<file path="config.mk">
export PLATFORM = sky130hd
export DESIGN_NAME = vga_timing
export DESIGN_NICKNAME = d
export VERILOG_FILES = /design/src/dino_pkg.sv /design/src/vga_timing.sv
export SDC_FILE = /design/constraint.sdc
export NUM_CORES = 1
export LEC_CHECK = 0
export BUFFER_PORTS_ARGS = -buffer_cell sky130_fd_sc_hd__buf_4
export CAP_MARGIN = 20
export CORE_ASPECT_RATIO = 1.1
export CORE_MARGIN = 2
export CORE_UTILIZATION = 52
export DETAILED_ROUTE_END_ITERATION = 10
export PLACE_DENSITY_LB_ADDON = 0.25
export SLEW_MARGIN = 20
export SYNTH_ARGS = -nofsm -noshare
export SYNTH_HDL_FRONTEND = slang
export SYNTH_SLANG_ARGS = --single-unit
</file>
<file path="constraint.sdc">
create_clock -name clk -period 2.1 [get_ports clk]
set_clock_uncertainty 0.2 [all_clocks]
set_input_delay 0.42 -clock clk [delete_from_list [all_inputs] [get_ports clk]]
set_output_delay 0.42 -clock clk [all_outputs]
set_load 0.02 [all_outputs]
</file>
<file path="src/dino_pkg.sv">
/* Shared constants and types for the endless-runner game.
   Imported by the game, video and testbench modules. */
package dino_pkg;

    // 1280x480 video timing, in clocks and lines
    localparam int H_ACTIVE = 1280;
    localparam int H_FRONT  = 32;
    localparam int H_SYNC   = 192;
    localparam int H_BACK   = 96;
    localparam int H_TOTAL  = H_ACTIVE + H_FRONT + H_SYNC + H_BACK;

    localparam int V_ACTIVE = 480;
    localparam int V_FRONT  = 10;
    localparam int V_SYNC   = 2;
    localparam int V_BACK   = 33;
    localparam int V_TOTAL  = V_ACTIVE + V_FRONT + V_SYNC + V_BACK;

    typedef logic [10:0] hcount_t;
    typedef logic [9:0]  vcount_t;
    typedef logic [10:0] xpos_t;

    // Object placement
    localparam int DINO_X   = 100;
    localparam int GROUND_Y = 248;
    localparam int PTERO_Y  = 200;
    localparam int OBJ_SIZE = 32;
    localparam int GROUP_W  = 64;

    localparam xpos_t CACTUS_START = 11'd1200;
    localparam xpos_t GROUP_START  = 11'd1600;
    localparam xpos_t LAVA_START   = 11'd1800;
    localparam xpos_t PTERO_START  = 11'd1400;

    localparam int SCORE_X     = 120;
    localparam int SCORE_Y     = 10;
    localparam int DIGIT_PITCH = 16;

    localparam int REPLAY_BIT = 4;

    // Colours as 24-bit RGB
    localparam logic [23:0] SKY_RGB    = 24'h87CEEB;
    localparam logic [23:0] DINO_RGB   = 24'h535353;
    localparam logic [23:0] CACTUS_RGB = 24'h2E8B57;
    localparam logic [23:0] LAVA_RGB   = 24'hFF4500;
    localparam logic [23:0] PTERO_RGB  = 24'h8B4513;
    localparam logic [23:0] TEXT_RGB   = 24'h000000;

    typedef enum logic {
        PLAY_RUNNING,
        PLAY_OVER
    } play_state_e;

    typedef logic [3:0] bcd_digit_t;
    // Digit 0 is the units digit
    typedef bcd_digit_t [4:0] score_bcd_t;

endpackage

</file>
<file path="src/vga_timing.sv">
/* Horizontal and vertical counters for the 1280x480 frame.
   Sync, blank and the pixel clock are decoded from the counter values. */
`timescale 1ns/1ps

module vga_timing (
    input  logic              clk,
    input  logic              reset,
    output dino_pkg::hcount_t hcount,
    output dino_pkg::vcount_t vcount,
    output logic              vga_clk,
    output logic              hsync,
    output logic              vsync,
    output logic              blank_n,
    output logic              sync_n
);
    import dino_pkg::*;

    logic end_of_line;
    logic end_of_field;

    assign end_of_line  = (int'(hcount) == H_TOTAL - 1);
    assign end_of_field = (int'(vcount) == V_TOTAL - 1);

    always_ff @(posedge clk or posedge reset) begin
        if (reset) begin
            hcount <= '0;
            vcount <= '0;
        end else begin
            hcount <= end_of_line ? '0 : hcount + 1'b1;
            if (end_of_line) begin
                vcount <= end_of_field ? '0 : vcount + 1'b1;
            end
        end
    end

    // Syncs are active low inside their pulse windows
    assign hsync = !((int'(hcount) >= H_ACTIVE + H_FRONT) &&
                     (int'(hcount) < H_ACTIVE + H_FRONT + H_SYNC));
    assign vsync = !((int'(vcount) >= V_ACTIVE + V_FRONT) &&
                     (int'(vcount) < V_ACTIVE + V_FRONT + V_SYNC));

    assign blank_n = (int'(hcount) < H_ACTIVE) && (int'(vcount) < V_ACTIVE);
    assign sync_n  = 1'b0;
    assign vga_clk = hcount[0];

endmodule

</file>
# Word level (Yosys, flattened, before mapping)

Index checks and enable logic that the tools add are counted.

Add/subtract/negate cells: 2
Magnitude comparators: 6
Equal/unequal tests: 2
Multiplexer cells: 2
Reductions and logical operators: 5

Operator list:

| kind                    | count |
|---|---|
| $lt A11 B11 Y1 const B  | 2 |
| $lt A10 B9 Y1 const B   | 2 |
| $add A11 B1 Y11 const B | 1 |
| $eq A11 B10 Y1 const B  | 1 |
| $ge A11 B11 Y1 const B  | 1 |
| $mux W11                | 1 |
| $add A10 B1 Y10 const B | 1 |
| $eq A10 B10 Y1 const B  | 1 |
| $ge A10 B9 Y1 const B   | 1 |
| $mux W10                | 1 |
| $logic_and A1 B1 Y1     | 3 |
| $logic_not A1 Y1        | 2 |

Bits in registers: 21
Input bits: 2
Output and inout bits: 26
Word-level logic and storage cells: 19

# Longest topological paths before layout

Depth in word-level cells: 3
Mapped depth: 6

# Worst setup path before layout

Ideal clock, no wire load.

Path kind: reg-to-output
Start: register hcount[7]
End: output port hsync
Arrival: 1.437 ns
Data required time: 1.480 ns
Path slack: 0.043 ns
Cell stages (with the launch flop): 4
Cells stage by stage: dfrtp_1 > buf_4 > and3_2 > or4_1

Cells in the longest elaborated chain, start to end: 3

Ends and longest elaborated chain:

| what                                                    | line                               | text |
|---|---|---|
| from (decl)                                             | vga_timing.sv:8                    | `output dino_pkg::hcount_t hcount,` |
| from (signal assigned)                                  | vga_timing.sv:29                   | `hcount <= end_of_line ? '0 : hcount + 1'b1;` |
| $ge A11 B11 Y1 / $lt A11 B11 Y1 (equally long branches) | vga_timing.sv:37, vga_timing.sv:38 |  |
| $logic_and A1 B1 Y1 (*)                                 | vga_timing.sv:37                   | `assign hsync = !((int'(hcount) >= H_ACTIVE + H_FRONT) &&` |
| $logic_not A1 Y1 (*)                                    | vga_timing.sv:37                   |  |
| to (decl)                                               | vga_timing.sv:11                   | `output logic hsync,` |

Mark *: on every way between the ends. The rest lies on a longest branch, timed or not.

# Final worst setup path

Start: register hcount[6]
End: output port hsync

Same word-level chain as after synthesis.

==> run_results.csv <==
group,metric,value,unit
critical_path,worst_path_largest_cell_delay,450,ps
floorplanning,die_y,54.8,um
critical_path,worstPathCellList,"and3_4, or4_4, buf_6",
synth,yosys.area.top_type_share,43.1,%
synth,synth_edf_count,0,
sta,rsz0062_at_grt,"true",
synth,synth_cells,122,
synth,yosysWarnings,0,
critical_path,cpLargestDelayFamily,"simple AND/OR/NAND/NOR gates",
global_route,grt_pass1_vias,959,
floorplanning,io_pins,28,
floorplanning,die_area,2750,um^2
power,leakage,0.755,nW
placement,pre_cts_ws,155,ps
placement,hpwlAfterDp,1840,um
synth,avgSynthCellArea,10.0,um^2
sta,fmaxAchievable,478,MHz
sta,period_share,99.7,%
floorplanning,rows,18,
sta,hold_viol,0,
cts,cts_buffers,3,
synth,synth_compound_area_share,9.64,%
critical_path,critPathMaxFanout,4,
synth,synth-adder-area-share,5.13,%
floorplanning,fp.dieW,50.2,um
synth,synth_ff_type,"dfrtp_1",
synth,syn_nets,129,
routing,wirelength,2700,um
min_path,worstHoldStart,"vcount[7]",
routing,postRouteAntennaNets,0,
routing,dr.pass1.iters,4,
synth,yosys-mux-area-fraction,0.821,%
routing,drcViolationCount,0,
sta,setup_viol,0,
cts,clk_pin_slew,120,ps
synth,seq_area_frac_synth,43.1,%
power,power_density,383,nW/um^2
cts,cts.sinks,21,
synth,ys_types,37,
power,design_power_total,0.000613,W
critical_path,cpMaxStageDelayCell,"dfrtp_2",
critical_path,criticalPathCategory,"flip-flop to output port",
run,maxCapViolCount,0,
global_route,antenna_found_initial,0,
cts,clock_latency,300,ps
placement,io_buffers,26,
critical_path,crit_buf_inv,1,
critical_path,startpoint,"hcount[6]",
cts,cts-root-buf,"clkbuf_4",
sta,min_period,2090,ps
critical_path,critPathRequiredTime,1480,ps
floorplanning,initial_core_util,54.7,%
cells_and_area,synthToLayoutAreaGrowth,31.3,%
cts,cts_tree,"built",
synth,synth_area_leader_cell,"dfrtp_1",
sta,slew_viol_final,0,
sta,whs,337,ps
global_route,grt_max_degree,22,
synth,synth.top_cells.by_area,"dfrtp_1 (43%), ha_1 (5.1%), nand3_1 (4.9%)",
power,ir_drop,370,uV
synth,synth-simple-area-share,25.8,%
critical_path,endpoint_kind,"output port",
critical_path,worst_setup_path_start_kind,"flip-flop",
outcome,status,"finished clean",
routing,wl_per_cell,14.1,um
cells_and_area,nNetsFinal,170,
synth,synth-async-reset-ratio,100,%
critical_path,critPathArrivalTime,1470,ps
global_route,gr-total-overflow,0,
global_route,grt_usage,21.2,%
placement,gp_congestion,0.836,
global_route,grt_pass1_wl,4420,um
sta,setup_ws,7.31,ps
routing,vias,1036,
synth,synth_seq_cells,21,
cells_and_area,n_antenna_cell,0,
min_path,hp-class,"flip-flop to flip-flop",
cts,cts.path.max_buffers,2,
cts,htree_levels,1,
routing,drt_iter0_drc,13,
routing,routed_via_density,5.40,
sta,finalSetupTns,0,ps
floorplanning,core_area,2230,um^2
critical_path,timing.rr.start,"hcount[6]",
synth,synth_top_family_by_area,"simple AND/OR/NAND/NOR gates",
synth,netlist_area,1220,um^2
synth,synth_xor_xnor_area_share,7.90,%
cells_and_area,drive_gt1_share,39.5,%
-- layer usage --
| layer | GRT usage (%) | vias to the layer above | share of wire [%] |
|---|---|---|---|
| li1 | - | 514 | - |
| met1 | 29.6 | 505 | 47 |
| met5 | 0 | - | 0 |
| met2 | 35.1 | 15 | 50 |
| met3 | 2.73 | 2 | 2.7 |
| met4 | 5.56 | 0 | 0.48 |
-- cell usage after synthesis (all sizes together) (4+ instances only) --
cell   count
buf        6
ha         5
and3       6
nand4      4
nor2       6
xnor2      6
nand3     12
o21ai      6
nand2      8
dfrtp     21
nor3       6
xor2       5
inv        7
-- metrics by stage --
| step | cell area (um^2) | instances | util [%] |
|---|---|---|---|
| floorplan | 1220 | 122 | - |
| global placement | 1450 | 178 | 65.0 |
| detailed placement | 1450 | 178 | 65.0 |
| CTS | 1580 | 191 | 70.8 |
| global route | 1600 | 192 | 71.8 |
| finish | 1600 | 192 | 71.8 |
-- worst register-to-register path, cell delays in order (launching register included) --
cell and delay, ps:
dfrtp_2 450, buf_4 150, nor4b_4 390, and4_2 410
nand4_1 140, xnor2_1 150
-- registers in the layout, summed over array words and instances, names as in the netlist --
register	cells
vcount	10
hcount	11
-- worst paths after layout --
path                        endpoint  slack [ps]  depth (start not counted)
max                            hsync           7                          3
min                        vcount[7]         340                          1
max reg2reg                vcount[8]         120                          5
min reg2reg                vcount[7]         340                          1
max in group asynchronous  hcount[8]         970                          4
min in group asynchronous  hcount[2]         500                          4
-- cell type report --
| type | count | area [um^2] |
|---|---|---|
| Fill cell | 173 | 628 |
| Tap cell | 30 | 37.5 |
| Sequential cell | 21 | 533 |
| Clock buffer | 4 | 26.3 |
| Multi-Input combinational cell | 86 | 631 |
| Inverter | 7 | 26.3 |
| Timing Repair Buffer | 44 | 348 |
-- repair_timing --
| item | 4_1_cts | 5_1_grt |
|---|---|---|
| hold buffers | 1 | 0 |
| setup buffers | 8 | 1 |
| pin swaps | 2 | 0 |
| setup endpoints to repair | 1 | 7 |
| endpoints found under the hold margin | 21 | 0 |
| gates resized for setup | 10 | 6 |
-- report_power, final --
group | total (W) | switching [W] | internal, W
Sequential | 0.000404 | 0 | 0.000404
Combinational | 0.0000138 | 0.0000100 | 0.00000375
Clock | 0.000195 | 0.000121 | 0.0000739
Total | 0.000613 | 0.000131 | 0.000482
-- placed cells by master (no fill, tap or decap), types with 2 or more instances in the layout --
| cell type | count |
|---|---|
| buf_4 | 39 |
| dfrtp_1 | 15 |
| nand3_1 | 12 |
| nand2_1 | 7 |
| inv_1 | 7 |
| nor2_1 | 6 |
| xnor2_1 | 6 |
| o21ai_0 | 6 |
| dfrtp_2 | 6 |
| xor2_1 | 5 |
| nor3_1 | 5 |
| ha_1 | 5 |
| buf_6 | 4 |
| and3_1 | 3 |
| nand4_1 | 3 |
| clkbuf_4 | 3 |
| and3_4 | 2 |
| a21oi_1 | 2 |
| and2_1 | 2 |
| a31oi_1 | 2 |
-- logic make-up after synthesis --
logic type,Yosys count
DFF,21
AOI/OAI and AO/OA,17
and+or+nand+nor,51
buffers and inverters,15
other,1
xor gates and xnor gates,11
adders and majority gates,5
muxes,1
Power figures use the tool's default switching activity.
