## src/dino_pkg.sv

```systemverilog
/* Shared constants and types for the endless-runner game.
   Imported by the game, video and testbench modules. */
package dino_pkg;

    // 1280x480 video timing, in clocks and lines
    localparam int H_ACTIVE = 1280;
    localparam int H_FRONT  = 32;
    localparam int H_SYNC   = 192;
    localparam int H_BACK   = 96;
    localparam int H_TOTAL  = H_ACTIVE + H_FRONT + H_SYNC + H_BACK;

    localparam int V_ACTIVE = 480;
    localparam int V_FRONT  = 10;
    localparam int V_SYNC   = 2;
    localparam int V_BACK   = 33;
    localparam int V_TOTAL  = V_ACTIVE + V_FRONT + V_SYNC + V_BACK;

    typedef logic [10:0] hcount_t;
    typedef logic [9:0]  vcount_t;
    typedef logic [10:0] xpos_t;

    // Object placement
    localparam int DINO_X   = 100;
    localparam int GROUND_Y = 248;
    localparam int PTERO_Y  = 200;
    localparam int OBJ_SIZE = 32;
    localparam int GROUP_W  = 64;

    localparam xpos_t CACTUS_START = 11'd1200;
    localparam xpos_t GROUP_START  = 11'd1600;
    localparam xpos_t LAVA_START   = 11'd1800;
    localparam xpos_t PTERO_START  = 11'd1400;

    localparam int SCORE_X     = 120;
    localparam int SCORE_Y     = 10;
    localparam int DIGIT_PITCH = 16;

    localparam int REPLAY_BIT = 4;

    // Colours as 24-bit RGB
    localparam logic [23:0] SKY_RGB    = 24'h87CEEB;
    localparam logic [23:0] DINO_RGB   = 24'h535353;
    localparam logic [23:0] CACTUS_RGB = 24'h2E8B57;
    localparam logic [23:0] LAVA_RGB   = 24'hFF4500;
    localparam logic [23:0] PTERO_RGB  = 24'h8B4513;
    localparam logic [23:0] TEXT_RGB   = 24'h000000;

    typedef enum logic {
        PLAY_RUNNING,
        PLAY_OVER
    } play_state_e;

    typedef logic [3:0] bcd_digit_t;
    // Digit 0 is the units digit
    typedef bcd_digit_t [4:0] score_bcd_t;

endpackage

```

## src/game_if.sv

```systemverilog
/* Game signals shared between the input stage, the game logic and the video side.
   The controller drives tick and replay; the obstacle field drives state and positions. */
`timescale 1ns/1ps

interface game_if;
    import dino_pkg::*;

    logic        tick;
    logic        replay;
    play_state_e state;
    xpos_t       cactus_x;
    xpos_t       group_x;
    xpos_t       lava_x;
    xpos_t       ptero_x;

    modport source (output tick, output replay);

    modport game (input tick, input replay,
                  output state, output cactus_x, output group_x, output lava_x, output ptero_x);

    modport view (input tick, input state,
                  input cactus_x, input group_x, input lava_x, input ptero_x);

endinterface

```

## src/score_counter.sv

```systemverilog
/* Five-digit BCD score, one count per motion tick while the game runs.
   Wraps from 99999 to 0 and survives a replay. */
`timescale 1ns/1ps

module score_counter (
    input  logic                 clk,
    input  logic                 reset,
    game_if.view                 bus,
    output dino_pkg::score_bcd_t score
);
    import dino_pkg::*;

    score_bcd_t score_next;

    // Ripple carry through the digits, units first
    always_comb begin
        logic carry;
        carry = 1'b1;
        score_next = score;
        for (int i = 0; i < 5; i++) begin
            if (carry) begin
                if (score[i] == 4'd9) begin
                    score_next[i] = '0;
                end else begin
                    score_next[i] = score[i] + 4'd1;
                    carry = 1'b0;
                end
            end
        end
    end

    always_ff @(posedge clk or posedge reset) begin
        if (reset) begin
            score <= '0;
        end else if (bus.tick && bus.state == PLAY_RUNNING) begin
            score <= score_next;
        end
    end

    for (genvar i = 0; i < 5; i++) begin : g_digit_chk
        digit_is_bcd: assert property (@(posedge clk) disable iff (reset) score[i] <= 4'd9)
            else $error("score digit %0d left the BCD range", i);
    end

endmodule

```

## src/flat_wrapper.sv

```systemverilog
// flat-port wrapper written by rule: the top's interface ports become plain ports
module score_counter_flat import dino_pkg::*;
  (clk, reset, score, bus_tick, bus_state, bus_cactus_x, bus_group_x, bus_lava_x, bus_ptero_x);
  game_if bus_i ();
  input  logic clk;
  input  logic reset;
  output dino_pkg::score_bcd_t score;
  input wire logic [$bits(bus_i.tick)-1:0] bus_tick;
  input wire logic [$bits(bus_i.state)-1:0] bus_state;
  input wire logic [$bits(bus_i.cactus_x)-1:0] bus_cactus_x;
  input wire logic [$bits(bus_i.group_x)-1:0] bus_group_x;
  input wire logic [$bits(bus_i.lava_x)-1:0] bus_lava_x;
  input wire logic [$bits(bus_i.ptero_x)-1:0] bus_ptero_x;
  assign bus_i.tick = bus_tick;
  assign bus_i.state = bus_state;
  assign bus_i.cactus_x = bus_cactus_x;
  assign bus_i.group_x = bus_group_x;
  assign bus_i.lava_x = bus_lava_x;
  assign bus_i.ptero_x = bus_ptero_x;
  score_counter u_core (.clk(clk), .reset(reset), .bus(bus_i), .score(score));
endmodule
```

## config.mk

```make
export PLATFORM = sky130hd
export DESIGN_NAME = score_counter_flat
export DESIGN_NICKNAME = d
export VERILOG_FILES = /design/src/dino_pkg.sv /design/src/game_if.sv /design/src/score_counter.sv /design/src/flat_wrapper.sv
export SDC_FILE = /design/constraint.sdc
export NUM_CORES = 1
export LEC_CHECK = 0
export BUFFER_PORTS_ARGS = -buffer_cell sky130_fd_sc_hd__buf_2
export CELL_PAD_IN_SITES_DETAIL_PLACEMENT = 1
export CELL_PAD_IN_SITES_GLOBAL_PLACEMENT = 1
export CORE_MARGIN = 10
export CORE_UTILIZATION = 29
export DETAILED_ROUTE_END_ITERATION = 8
export PLACE_DENSITY = 0.89
export SLEW_MARGIN = 20
export SYNTH_ARGS = -nofsm -noshare
export SYNTH_HDL_FRONTEND = slang
export SYNTH_SLANG_ARGS = --single-unit
```

## constraint.sdc

```tcl
create_clock -name clk -period 2.01 [get_ports clk]
set_input_delay 0.1005 -clock clk [delete_from_list [all_inputs] [get_ports clk]]
set_output_delay 0.1005 -clock clk [all_outputs]
set_load 0.05 [all_outputs]
```

=== Word level (Yosys, flattened, before mapping) ===
Cells that the tools add are included.

* Flip-flop bits (word level): 20
* Word-level logic and storage cells: 33
* Output and inout bits: 20

* Reduce and logical (&&, ||, !) cells: 5
* Bitwise operators: 1
* Equal/unequal tests: 5
* Multiplexer cells: 12
* $add $sub $neg: 5

{| class="wikitable"
|+ Operators with widths
! kind !! count
|-
| 4-bit by 1-bit adder with 4-bit output, second input constant || 5
|-
| 4-bit == test, second input constant || 5
|-
| 4-bit 2-to-1 mux || 5
|-
| 2-bit AND reduction || 4
|-
| 1-bit 2-to-1 mux || 7
|-
| 1-bit logical AND || 1
|-
| 1-bit inverter || 1
|}

=== Logic depth before layout (Yosys ltp) ===
* Depth after elaboration: 6
* Depth in mapped cells: 5
* Gate-level depth less buffers: 4

=== Worst setup path after synthesis ===
Ideal clock, no wire load.

* Kind: reg2reg
* Start: register u_core.score[2] in the netlist's numbering
* End: register u_core.score[15] in the netlist's numbering
* Required time: 1.884 ns
* Stages on the path, launching flop included: 6
* Path buffers: 1
* Period minus slack after synthesis: 1.801 ns
* Setup slack: 0.209 ns
* Data arrival time: 1.675 ns
* Cells stage by stage: dfrtp_1 and4bb_4 nand4_2 buf_6 a21o_1 a221o_1

* Cells in the longest elaborated chain, start to end: 5

{| class="wikitable"
|+ RTL lines
! item !! line !! RTL
|-
| from (decl) || score_counter.sv:9 || <nowiki>output dino_pkg::score_bcd_t score</nowiki>
|-
| from (signal assigned) || score_counter.sv:36 || <nowiki>score <= score_next;</nowiki>
|-
| 4-bit == test || score_counter.sv:22 || <nowiki>if (score[i] == 4'd9) begin</nowiki>
|-
| 1-bit 2-to-1 mux || score_counter.sv:22 ||
|-
| 1-bit 2-to-1 mux (2 in series) || score_counter.sv:21 || <nowiki>if (carry) begin</nowiki>
|-
| 2-bit AND reduction (no line) || - ||
|}

Every way passes these cells.
A chain may end at the register's enable or synchronous reset.

=== Worst setup path in the final report ===
* Start: register u_core.score[2] in the netlist's numbering
* End: register u_core.score[17] in the netlist's numbering

* Cells in the longest elaborated chain, start to end: 6

{| class="wikitable"
|+ RTL lines
! item !! line
|-
| 4-bit == test || score_counter.sv:22
|-
| 1-bit 2-to-1 mux || score_counter.sv:22
|-
| 1-bit 2-to-1 mux (3 in series) || score_counter.sv:21
|-
| 2-bit AND reduction (no line) || -
|}

Every way passes these cells.

==> impl_metrics.json <==
{
  "clock_sinks": 20,
  "numCtsBuffers": 3,
  "maxCapViolations": 0,
  "synth_ff_type": "dfrtp_1",
  "dr.pass1.iters": 4,
  "fin_crit_sh_pct": 91.4,
  "crit_path_max_fanout": 11,
  "yosysSeqAreaShare_pct": 48.8,
  "synthArstFlopShare_pct": 100,
  "grt_pass1_wl_mm": 4.37,
  "synth_fp_nets": 148,
  "ys_ff_latch": 20,
  "synth_area_um2": 1030,
  "whs_ns": 0.0754,
  "top_register": "u_core.score",
  "gp_congestion": 0.715,
  "via_per_inst": 4.75,
  "grt_max_degree": 21,
  "post_cts_buffers": 0,
  "status": "complete, no violations",
  "wl_per_cell_um": 14.9,
  "min_period_ns": 1.84,
  "synth_common_cells": "dfrtp_1, nand2_1, o21ai_0",
  "dp_hpwl_mm": 1.99,
  "post_cts_resized": 0,
  "path_class": "flop to flop",
  "ios": 68,
  "fp.dieH_um": 79.5,
  "setup_tns_ns": 0,
  "drive_gt1_share_pct": 28.3,
  "antenna_found_initial": 0,
  "worst_clock_skew_ns": 0.00726,
  "arrival_ns": 2.08,
  "top_regs": "u_core.score: 20 flops",
  "antennaDiodeCount": 0,
  "core_area_um2": 3390,
  "maxSlewViolCount": 0,
  "yosysWarnings": 0,
  "cts_buffer_depth": 2,
  "hold_class": "input pin to flop",
  "fmax_mhz": 544,
  "maxSlewHeadroom_pct": 48.6,
  "num_vias": 822,
  "path_clk_slew_ns": 0.12,
  "start_kind": "flop",
  "routed_wirelength_mm": 2.59,
  "worst_slew_pin_slew_ns": 0.770,
  "insertion_delay_ns": 0.30,
  "power.leakage_uw": 0.000614,
  "max-vdd-ir-drop_mv": 0.399,
  "htreeDepth": 1,
  "yosysTopAreaCell": "dfrtp_1",
  "avgSynthCellArea_um2": 10.3,
  "synth_area_leaders": "dfrtp_1, nand2_1, xor2_1",
  "yosysMostFrequentCell": "dfrtp_1",
  "largest_reg_flops": 20,
  "critPathCaptureType": "flop",
  "first_iter_violations": 44,
  "rsz0062_at_grt": "false",
  "grt_use_total_pct": 8.52,
  "synth_top_cell_area_share_pct": 48.8,
  "grt-ovfl-total": 0,
  "final_nets": 176,
  "area_delta_synth_final_pct": 21.8,
  "hold_viol": 0,
  "die-area_um2": 6320,
  "dieWidth_um": 79.5,
  "route.detailed.drc": 0,
  "rows": 21,
  "syn-instance-count": 100,
  "initial_core_util_pct": 30.3,
  "setup_viol": 0,
  "power.density_nw_per_um2": 1070,
  "ant_nets": 0,
  "grt_pass1_vias": 900,
  "portBuffers": 23,
  "required_ns": 2.26,
  "synth_edf_count": 0,
  "cts_root_buffer": "clkbuf_4",
  "cts_tree": "yes",
  "yosysUniqueCellTypes": 29
}
[cell families (layout without fill, tap and decap cells)]
kind of cell | after synthesis | in the layout | share of synthesized area (%)
compound gates | 16 | 16 | 10.1
simple gates | 49 | 49 | 30.0
buf+inv | 5 | 32 | 2.56
xor+xnor | 10 | 10 | 8.54
flops | 20 | 20 | 48.8
[layer usage]
| layer | up-vias | global-route usage [%] | part of all wire (%) |
|---|---|---|---|
| met5 | - | 0 | 0 |
| met4 | 0 | 4.30 | 1.1 |
| met3 | 2 | 0.901 | 2.4 |
| met2 | 9 | 16.3 | 54 |
| met1 | 410 | 8.89 | 42 |
| li1 | 401 | - | - |
[cells in the final DEF, fill, tap and decap left out, types with 2 or more instances in the layout]
| cell type | synthesis | final |
|---|---|---|
| nor3_1 | 3 | 3 |
| and2b_2 | 2 | 2 |
| buf_2 | 0 | 23 |
| dfrtp_1 | 20 | 20 |
| inv_1 | 4 | 4 |
| nand3_1 | 3 | 3 |
| nor2_1 | 4 | 4 |
| clkbuf_4 | 0 | 3 |
| nor3b_1 | 4 | 4 |
| xnor2_1 | 4 | 4 |
| xor2_1 | 6 | 6 |
| a22o_1 | 2 | 2 |
| a21o_1 | 3 | 3 |
| and4bb_2 | 2 | 2 |
| nand2b_1 | 5 | 5 |
| o21ai_0 | 9 | 9 |
| and2b_1 | 2 | 2 |
| nand2_1 | 14 | 14 |
[layout make-up]
cell class / instances / area, um2
clock buffer: 3 / 22.5
clock inverter: 1 / 30.0
fill: 391 / 2140
inverter: 4 / 15.0
multi-input combinational: 75 / 499
sequential: 20 / 500
tap: 46 / 57.6
timing repair buffer: 24 / 125
[critical path, stage by stage (launching register included)]
cell      delay (ns)
dfrtp_1         0.46
and4bb_4        0.40
nand4_2         0.26
or4_1           0.57
nand2_1         0.08
[metrics by stage]
step | utilization (%) | area, um2 | total power, uW | setup WS (ns) | instances
5_1_grt | 36.9 | 1250 | 1420 | 0.0694 | 173
3_3_place_gp | 35.0 | 1190 | 994 | 0.287 | 168
3_5_place_dp | 35.0 | 1190 | 1020 | 0.237 | 168
6_report | 36.9 | 1250 | 1340 | 0.172 | 173
4_1_cts | 36.9 | 1250 | 1360 | 0.191 | 173
2_1_floorplan | - | 1030 | 895 | 0.209 | 100
[where the power goes]
part           total, uW  switching [uW]  internal [uW]
clock network        332             131            201
registers            554            89.8            464
logic                454             321            133
total               1340             542            798
[timing repair]
action                                  in CTS  in global routing
endpoints found under the setup margin       0                  0
endpoints found under the hold margin       20                  0
hold buffers                                 1                  0
[final timing paths]
kind / startpoint / end / slack [ns] / depth (start not counted)
max: u_core.score[2]$_DFFE_PP0P_ / u_core.score[17]$_DFFE_PP0P_ / 0.17 / 4
min: bus_tick / u_core.score[0]$_DFFE_PP0P_ / 0.08 / 3
max reg2reg: u_core.score[2]$_DFFE_PP0P_ / u_core.score[17]$_DFFE_PP0P_ / 0.17 / 4
min reg2reg: u_core.score[4]$_DFFE_PP0P_ / u_core.score[4]$_DFFE_PP0P_ / 0.50 / 1
max in group asynchronous: reset / u_core.score[18]$_DFFE_PP0P_ / 1.05 / 3
min in group asynchronous: reset / u_core.score[4]$_DFFE_PP0P_ / 0.47 / 3
Power figures use the tool's default switching activity.
