`src/dino_pkg.sv`:
```
/* Shared constants and types for the endless-runner game.
   Imported by the game, video and testbench modules. */
package dino_pkg;

    // 1280x480 video timing, in clocks and lines
    localparam int H_ACTIVE = 1280;
    localparam int H_FRONT  = 32;
    localparam int H_SYNC   = 192;
    localparam int H_BACK   = 96;
    localparam int H_TOTAL  = H_ACTIVE + H_FRONT + H_SYNC + H_BACK;

    localparam int V_ACTIVE = 480;
    localparam int V_FRONT  = 10;
    localparam int V_SYNC   = 2;
    localparam int V_BACK   = 33;
    localparam int V_TOTAL  = V_ACTIVE + V_FRONT + V_SYNC + V_BACK;

    typedef logic [10:0] hcount_t;
    typedef logic [9:0]  vcount_t;
    typedef logic [10:0] xpos_t;

    // Object placement
    localparam int DINO_X   = 100;
    localparam int GROUND_Y = 248;
    localparam int PTERO_Y  = 200;
    localparam int OBJ_SIZE = 32;
    localparam int GROUP_W  = 64;

    localparam xpos_t CACTUS_START = 11'd1200;
    localparam xpos_t GROUP_START  = 11'd1600;
    localparam xpos_t LAVA_START   = 11'd1800;
    localparam xpos_t PTERO_START  = 11'd1400;

    localparam int SCORE_X     = 120;
    localparam int SCORE_Y     = 10;
    localparam int DIGIT_PITCH = 16;

    localparam int REPLAY_BIT = 4;

    // Colours as 24-bit RGB
    localparam logic [23:0] SKY_RGB    = 24'h87CEEB;
    localparam logic [23:0] DINO_RGB   = 24'h535353;
    localparam logic [23:0] CACTUS_RGB = 24'h2E8B57;
    localparam logic [23:0] LAVA_RGB   = 24'hFF4500;
    localparam logic [23:0] PTERO_RGB  = 24'h8B4513;
    localparam logic [23:0] TEXT_RGB   = 24'h000000;

    typedef enum logic {
        PLAY_RUNNING,
        PLAY_OVER
    } play_state_e;

    typedef logic [3:0] bcd_digit_t;
    // Digit 0 is the units digit
    typedef bcd_digit_t [4:0] score_bcd_t;

endpackage

```
`src/game_if.sv`:
```
/* Game signals shared between the input stage, the game logic and the video side.
   The controller drives tick and replay; the obstacle field drives state and positions. */
`timescale 1ns/1ps

interface game_if;
    import dino_pkg::*;

    logic        tick;
    logic        replay;
    play_state_e state;
    xpos_t       cactus_x;
    xpos_t       group_x;
    xpos_t       lava_x;
    xpos_t       ptero_x;

    modport source (output tick, output replay);

    modport game (input tick, input replay,
                  output state, output cactus_x, output group_x, output lava_x, output ptero_x);

    modport view (input tick, input state,
                  input cactus_x, input group_x, input lava_x, input ptero_x);

endinterface

```
`src/controller_input.sv`:
```
/* Brings the controller report into the clock domain and makes the motion tick. */
`timescale 1ns/1ps

module controller_input #(
    parameter int TICK_CYCLES = 2_000_000
) (
    input  logic       clk,
    input  logic       reset,
    input  logic [7:0] controller_report,
    game_if.source     bus
);
    import dino_pkg::*;

    logic [1:0]                       replay_sync;
    logic [$clog2(TICK_CYCLES)-1:0]   tick_cnt;

    // Only the replay button matters, so only that bit is synchronised
    always_ff @(posedge clk or posedge reset) begin
        if (reset) begin
            replay_sync <= '0;
        end else begin
            replay_sync <= {replay_sync[0], controller_report[REPLAY_BIT]};
        end
    end

    assign bus.replay = replay_sync[1];

    // Tick fires on the last count of each period
    always_ff @(posedge clk or posedge reset) begin
        if (reset) begin
            tick_cnt <= '0;
            bus.tick <= 1'b0;
        end else if (int'(tick_cnt) == TICK_CYCLES - 1) begin
            tick_cnt <= '0;
            bus.tick <= 1'b1;
        end else begin
            tick_cnt <= tick_cnt + 1'b1;
            bus.tick <= 1'b0;
        end
    end

    tick_is_pulse: assert property (@(posedge clk) disable iff (reset) bus.tick |=> !bus.tick)
        else $error("motion tick high on two consecutive clocks");

endmodule

```
`src/flat_wrapper.sv`:
```
// flat-port wrapper written by rule: the top's interface ports become plain ports
module controller_input_flat import dino_pkg::*;
#(
    parameter int TICK_CYCLES = 2_000_000
)
  (clk, reset, controller_report, bus_tick, bus_replay);
  game_if bus_i ();
  input  logic clk;
  input  logic reset;
  input  logic [7:0] controller_report;
  output wire logic [$bits(bus_i.tick)-1:0] bus_tick;
  output wire logic [$bits(bus_i.replay)-1:0] bus_replay;
  assign bus_tick = bus_i.tick;
  assign bus_replay = bus_i.replay;
  controller_input #(.TICK_CYCLES(TICK_CYCLES)) u_core (.clk(clk), .reset(reset), .controller_report(controller_report), .bus(bus_i));
endmodule
```
`config.mk`:
```
export PLATFORM = sky130hd
export DESIGN_NAME = controller_input_flat
export DESIGN_NICKNAME = d
export VERILOG_FILES = /design/src/dino_pkg.sv /design/src/game_if.sv /design/src/controller_input.sv /design/src/flat_wrapper.sv
export SDC_FILE = /design/constraint.sdc
export NUM_CORES = 1
export LEC_CHECK = 0
export BUFFER_PORTS_ARGS = -buffer_cell sky130_fd_sc_hd__buf_2
export CAP_MARGIN = 10
export CORE_MARGIN = 4
export CORE_UTILIZATION = 25
export CTS_CLUSTER_SIZE = 12
export DETAILED_ROUTE_END_ITERATION = 6
export PLACE_DENSITY = 0.49
export SYNTH_ARGS = -nofsm -noshare
export SYNTH_HDL_FRONTEND = slang
export SYNTH_SLANG_ARGS = --single-unit
export TNS_END_PERCENT = 30
```
`constraint.sdc`:
```
create_clock -name clk -period 4 [get_ports clk]
set_clock_uncertainty 0.2 [all_clocks]
set_input_delay 0.8 -clock clk [delete_from_list [all_inputs] [get_ports clk]]
set_output_delay 0.8 -clock clk [all_outputs]
set_load 0.005 [all_outputs]
```
# --- Word level (Yosys, flattened, before mapping) ---
# Index checks and enable logic that the tools add are counted.
totals:
  in_bits: 10
  regBits: 24
op_classes:
  mux: 2
  eq_ne: 1
  n_addsub: 1
ops:
  columns: ["operator", "count"]
  rows:
  - ["$add A21 B1 Y21 const B", 1]
  - ["$eq A21 B18 Y1 const B", 1]
  - ["$mux W21", 1]
  - ["$mux W1", 1]

# --- Depth between registers and ports, before layout ---
# Gate-level depths: netlist of run 1.
depth:
  depth_word: 2
  mapped_depth: 6
  ltp_nobuf: 5

# --- Worst setup path before layout of run 1 ---
# OpenSTA, ideal clock, no wires.
synth_timing:
  kind: "register to register"
  start: "register u_core.tick_cnt[8]"
  end: "register u_core.tick_cnt[17]"
  period_less_slack_ns: 2.045
  arrival_time_ns: 1.767
  n_path_buf: 1
  setup_time_ns: 0.078
  required_time_ns: 3.722
  stages_incl_launch_ff: 6
  path_slack_ns: 1.955
  cell_sequence: "dfrtp_1 > nand3_2 > or4_4 > buf_6 > or4_1 > a21oi_1"
synth_via:
  elab_chain_len: 2
synth_rtl:
  columns: ["item", "line_no", "source"]
  rows:
  - ["from (decl)", "controller_input.sv:15", "logic [$clog2(TICK_CYCLES)-1:0] tick_cnt;"]
  - ["from (signal assigned)", "controller_input.sv:37", "tick_cnt <= tick_cnt + 1'b1;"]
  - ["$add A21 B1 Y21 / $eq A21 B18 Y1 (equally long branches)", "controller_input.sv:37, controller_input.sv:33", null]
  - ["$mux W21 (*)", "controller_input.sv:33", "end else if (int'(tick_cnt) == TICK_CYCLES - 1) begin"]
# Every way passes the cells marked *; elsewhere a longest branch is shown, timed or not.

# --- Worst setup path after layout of run 1 ---
layout_timing:
  start: "register u_core.tick_cnt[8]"
  end: "register u_core.tick_cnt[18]"
# The elaborated chain is that of the path after synthesis.

==> results.sh, run 1 <==
export IMPL_outcome="finished clean"
export IMPL_multi_input_area_um2=465
export IMPL_io_pins=12
export IMPL_tns_ns=0
export IMPL_slew_violations=0
export IMPL_hpwl_um=1400
export IMPL_grt_max_degree=25
export IMPL_startpoint_type="flop"
export IMPL_antenna_diode_count=0
export IMPL_finalSetupViolCount=0
export IMPL_routed_wirelength_um=2030
export IMPL_critPathArrivalTime_ns=2.12
export IMPL_post_route_drc_count=0
export IMPL_area_growth_pct=11.9
export IMPL_grt_pass1_vias=736
export IMPL_grt_overflow_total=0
export IMPL_portBuffers=4
export IMPL_post_route_period_util_pct=53.2
export IMPL_power_density_mw_per_mm2=340
export IMPL_cts_path_max_buffers=2
export IMPL_layout_drive_gt1_share_pct=14.0
export IMPL_cts_resized=0
export IMPL_place_ws_ns=1.89
export IMPL_ys_ff_latch=24
export IMPL_clk_pin_slew_ns=0.08
export IMPL_clock_sinks=24
export IMPL_synth_nets=111
export IMPL_grt_antenna_before_repair=0
export IMPL_fin_nets=119
export IMPL_grt_usage_pct=8.24
export IMPL_relSlewSlack_pct=40.4
export IMPL_drt_iter0_markers=30
export IMPL_cts_made_buffers=3
export IMPL_syn_inst=100
export IMPL_synth_avg_cell_area_um2=10.9
export IMPL_cp_required_ns=4.00
export IMPL_cts_hold_buffers=0
export IMPL_core_area_mm2=0.00412
export IMPL_cts_setup_buffers=0
export IMPL_p_leak_nw=0.514
export IMPL_hold_viol=0
export IMPL_initial_core_util_pct=26.5
export IMPL_power_mw=0.416
export IMPL_grt_pass1_wl_um=3420
export IMPL_end_kind="flop"
export IMPL_post_drt_wl_per_cell_um=12.9
export IMPL_die_h_um=74.1
export IMPL_yosysWarnings=0
export IMPL_fin_crit_ns=2.13
export IMPL_dieArea_mm2=0.00549
export IMPL_drtPass1Iterations=4
export IMPL_cts_tree="built"
export IMPL_fill_cells=433
export IMPL_viasPerCell=4.88
export IMPL_peakVddDrop_mv=0.153
export IMPL_finalWorstSetupSlack_ns=1.87
export IMPL_gp_congestion=0.788
export IMPL_rows=23
export IMPL_reg2reg_setup_slack_ns=1.87
export IMPL_cts_max_level=1
export IMPL_min_path_type="reg2reg"
export IMPL_num_vias=766
export IMPL_die_width_um=74.1
export IMPL_regArea_um2=601
export IMPL_cts_root_buf="clkbuf_8"
export IMPL_synth_seq_area_share_pct=55.0
export IMPL_ant_nets=0
export IMPL_netlist_area_mm2=0.00109
export IMPL_max_freq_ghz=0.470
export IMPL_synth_distinct_cells=29
export IMPL_clk_latency_ns=0.27
export IMPL_rsz0062_at_grt="false"
export IMPL_worst_slew_pin_slew_ns=0.894
export IMPL_critPathKind="reg2reg"
export IMPL_path_max_fanout=11
export IMPL_maxCapViolations=0
-- path summary, 6_finish.rpt --
kind                                                 startpoint                         endpoint  cells after the start
max in group asynchronous                                 reset     u_core.tick_cnt[7]$_DFF_PP0_                      2
min in group asynchronous                                 reset     u_core.tick_cnt[6]$_DFF_PP0_                      2
worst max-delay path               u_core.tick_cnt[8]$_DFF_PP0_    u_core.tick_cnt[18]$_DFF_PP0_                      4
worst min-delay path            u_core.replay_sync[0]$_DFF_PP0_  u_core.replay_sync[1]$_DFF_PP0_                      0
worst max register to register     u_core.tick_cnt[8]$_DFF_PP0_    u_core.tick_cnt[18]$_DFF_PP0_                      4
worst min register to register  u_core.replay_sync[0]$_DFF_PP0_  u_core.replay_sync[1]$_DFF_PP0_                      0
-- metal layers --
| metal | up-vias | track usage [%] | wire, um |
|---|---|---|---|
| met5 | - | 0 | 0 |
| met4 | 0 | 5.63 | 60 |
| met3 | 5 | 0.811 | 56 |
| met2 | 21 | 13.2 | 986 |
| met1 | 369 | 10.5 | 930 |
| li1 | 371 | - | - |
-- Yosys cell counts, drive strengths merged --
master / n / area share, %
nor3: 2 / 0.92
or4: 5 / 3.8
inv: 3 / 1.0
nor4: 1 / 0.57
dfrtp: 24 / 55
or2: 1 / 0.57
nand3: 7 / 3.7
buf: 1 / 1.0
xnor2: 7 / 5.6
a21oi: 5 / 2.3
or3: 2 / 1.3
o31ai: 4 / 2.7
o21ai: 1 / 0.46
xor2: 7 / 5.6
and2: 1 / 0.57
nor2b: 1 / 0.57
and3: 3 / 1.8
nor2: 7 / 2.4
ha: 1 / 1.1
and4: 1 / 0.80
and4bb: 1 / 1.1
nand2: 7 / 2.4
nand4b: 1 / 0.80
clkbuf: 1 / 0.34
nand4: 6 / 3.4
-- sequential cells by signal, indices dropped and copies added (netlist names) --
signal and cells:
u_core.bus.tick 1, u_core.replay_sync 2, u_core.tick_cnt 21
-- through the flow --
| step | std cells | cell area, um2 | utilization, % | hold WS (ns) |
|---|---|---|---|---|
| final | 157 | 1220 | 29.7 | 0.157 |
| after floorplan | 100 | 1090 | - | 0.131 |
| after global placement | 153 | 1170 | 28.4 | 0.133 |
| after global routing | 157 | 1220 | 29.7 | 0.171 |
| after CTS | 157 | 1220 | 29.7 | 0.163 |
| after detailed placement | 153 | 1170 | 28.4 | 0.142 |
-- cell usage in the layout, fill, tap and decap left out, types with 2 or more instances in the layout --
cell type / instances
a21oi_1: 5
and3_1: 2
buf_2: 4
clkbuf_8: 4
dfrtp_1: 24
inv_1: 3
nand2_1: 7
nand3_1: 6
nand4_1: 6
nor2_1: 7
nor3_1: 2
o31ai_1: 4
or4_1: 4
xnor2_1: 7
xor2_1: 7
-- final cells by class --
| class | instances | share of cell area [%] |
|---|---|---|
| Tap cell | 50 | 5.12 |
| Sequential cell | 24 | 49.1 |
| Inverter | 3 | 0.921 |
| Timing Repair Buffer | 5 | 2.25 |
| Clock buffer | 4 | 4.50 |
| Multi-Input combinational cell | 71 | 38.1 |
-- kinds of logic after synthesis --
kind of cell,after synthesis,synth area share [%]
AOI/OAI and AO/OA,10,5.50
adders and majority gates,1,1.15
and+or+nand+nor,46,24.7
buffers and inverters,5,2.41
DFF,24,55.0
xor gates and xnor gates,14,11.2
-- where the power goes --
part | leakage, nW | switching [mW] | total, mW | internal (mW)
logic | 0.169 | 0.00493 | 0.00598 | 0.00106
clock network | 0.0288 | 0.0785 | 0.167 | 0.0880
registers | 0.316 | 0.000229 | 0.244 | 0.243
total | 0.514 | 0.0837 | 0.416 | 0.332
-- worst max-delay path, cell delays in order (launching register included) --
cell and delay (ns):
dfrtp_1 0.45, nand3_2 0.11, or4_4 0.59, or4_1 0.52, a21oi_1 0.17
Note: power is estimated with default switching activity, not from simulation.
==> run 2, diff against run 1 <==
- PLACE_DENSITY: 0.49 -> 0.5
- clock period: 4 -> 1.75 ns (I/O delays scaled with it)
==> results.sh, run 2 (same netlist as run 1, synthesis figures left out) <==
export IMPL_min_path_type="reg2reg"
export IMPL_largest_register_ffs=21
export IMPL_cts_max_level=1
export IMPL_pwr_share_comb_pct=2.0
export IMPL_layout_drive_gt1_share_pct=37.3
export IMPL_finalWorstSetupSlack_ns=-0.174
export IMPL_clk_pin_slew_ns=0.08
export IMPL_portBuffers=4
export IMPL_post_route_period_util_pct=110
export IMPL_cp_required_ns=1.75
export IMPL_io_pins=12
export IMPL_reg_top3="u_core.tick_cnt x21, u_core.replay_sync x2, u_core.bus.tick x1"
export IMPL_p_sw_share_pct=19.9
export IMPL_power_switching_mw=0.190
export IMPL_fin_crit_ns=1.92
export IMPL_critPathKind="reg2reg"
export IMPL_grt_pass1_vias=908
export IMPL_end_kind="flop"
export IMPL_largest_register="u_core.tick_cnt"
export IMPL_post_drt_wl_per_cell_um=13.4
export IMPL_antenna_diode_count=0
export IMPL_clockPowerShare_pct=39.6
export IMPL_met1_usage_pct=11.3
export IMPL_worst_slew_pin_slew_ns=0.317
export IMPL_routed_wirelength_um=2460
export IMPL_viasPerCell=4.81
export IMPL_maxCapViolations=0
export IMPL_drt_iter0_markers=69
export IMPL_ant_nets=0
export IMPL_grt_usage_pct=9.77
export IMPL_power_density_mw_per_mm2=635
export IMPL_dp_cells=176
export IMPL_p_leak_nw=0.651
export IMPL_tns_ns=-1.22
export IMPL_power_mw=0.954
export IMPL_finalSetupViolCount=12
export IMPL_reg2reg_setup_slack_ns=-0.17
export IMPL_hold_depth=0
export IMPL_slew_violations=0
export IMPL_hold_worst_slack_ns=0.160
export IMPL_clock_sinks=24
export IMPL_gp_congestion=0.823
export IMPL_dpl_cell_area_mm2=0.00134
export IMPL_grt_antenna_before_repair=0
export IMPL_pwr_share_seq_pct=58.4
export IMPL_grt_pass1_wl_um=4090
export IMPL_die_width_um=74.1
export IMPL_cts_path_max_buffers=2
export IMPL_cellInternalPower_mw=0.764
export IMPL_grt_max_degree=25
export IMPL_rsz0062_at_grt="true"
export IMPL_startpoint_type="flop"
export IMPL_use_met2_pct=17.1
export IMPL_cts_made_buffers=3
export IMPL_dieArea_mm2=0.00549
export IMPL_max_freq_ghz=0.520
export IMPL_ff2ff_path_depth=4
export IMPL_clk_latency_ns=0.27
export IMPL_num_vias=885
export IMPL_cts_tree="built"
export IMPL_initial_core_util_pct=26.5
export IMPL_area_growth_pct=37.5
export IMPL_path_max_fanout=5
export IMPL_peakVddDrop_mv=0.227
export IMPL_design_area_mm2=0.00150
export IMPL_violations="setup timing"
export IMPL_utilization_pct=36.5
export IMPL_rows=23
export IMPL_grt_busiest_layer="met2"
export IMPL_grt_overflow_total=0
export IMPL_relSlewSlack_pct=78.9
export IMPL_layout_common_cells="24 x buf_4, 24 x dfrtp_1"
export IMPL_outcome="finished, violations left"
export IMPL_fill_cells=405
export IMPL_fin_cells=184
export IMPL_drtPass1Iterations=5
export IMPL_cts_root_buf="clkbuf_8"
export IMPL_fin_nets=146
export IMPL_die_h_um=74.1
export IMPL_place_ws_ns=-0.243
export IMPL_core_area_mm2=0.00412
export IMPL_post_route_drc_count=0
export IMPL_hpwl_um=1640
export IMPL_critPathArrivalTime_ns=1.93
export IMPL_hold_viol=0
export IMPL_met3_usage_pct=1.62
-- run 2: changes by cell type in the layout (fill, tap and decap cells not counted), sizes merged --
cell         previous run  this run
dlygate4sd3             0         2
or4                     5         6
buf                     5        29
-- run 2: path summary, 6_finish.rpt --
check	from	end
setup / recovery	u_core.tick_cnt[6]$_DFF_PP0_	u_core.tick_cnt[18]$_DFF_PP0_
hold / removal	u_core.replay_sync[0]$_DFF_PP0_	u_core.replay_sync[1]$_DFF_PP0_
setup reg to reg	u_core.tick_cnt[6]$_DFF_PP0_	u_core.tick_cnt[18]$_DFF_PP0_
hold reg to reg	u_core.replay_sync[0]$_DFF_PP0_	u_core.replay_sync[1]$_DFF_PP0_
max in group asynchronous	reset	u_core.tick_cnt[10]$_DFF_PP0_
min in group asynchronous	reset	u_core.replay_sync[0]$_DFF_PP0_
-- run 2: area by class of cell --
class	instances	area [um2]	share of cell area [%]
Clock buffer	4	55.1	3.67
Inverter	3	11.3	0.750
Multi-Input combinational cell	72	541	36.0
Sequential cell	24	601	40.0
Tap cell	50	62.6	4.17
Timing Repair Buffer	31	231	15.4
-- run 2: repair_timing --
item,4_1_cts,5_1_grt
endpoints found under the hold margin,25,0
hold buffers,2,0
buffers inserted,0,1
setup endpoints to repair,13,12
gates resized for setup,8,6
pin swaps,9,3
gates cloned,1,0
-- run 2: worst max-delay path, stage by stage, from the launching register on --
cell	delay [ns]
dfrtp_1	0.38
nand3_2	0.09
or4_4	0.56
or4_4	0.50
a21oi_2	0.13
-- run 2: per-layer routing --
layer / share of wire (%) / vias up
met1: 44 / 432
met4: 3.1 / 0
li1: - / 430
met2: 51 / 12
met3: 1.5 / 11
met5: 0 / -
-- run 2: power groups by stage --
stage	clock [mW]	sequential (mW)	combinational, mW
finish	0.377	0.557	0.0194
global route	0.417	0.557	0.0230
CTS	0.393	0.557	0.0207
detailed placement	0	0.568	0.0172
global placement	0	0.568	0.0165
floorplan	0	0.568	0.00825
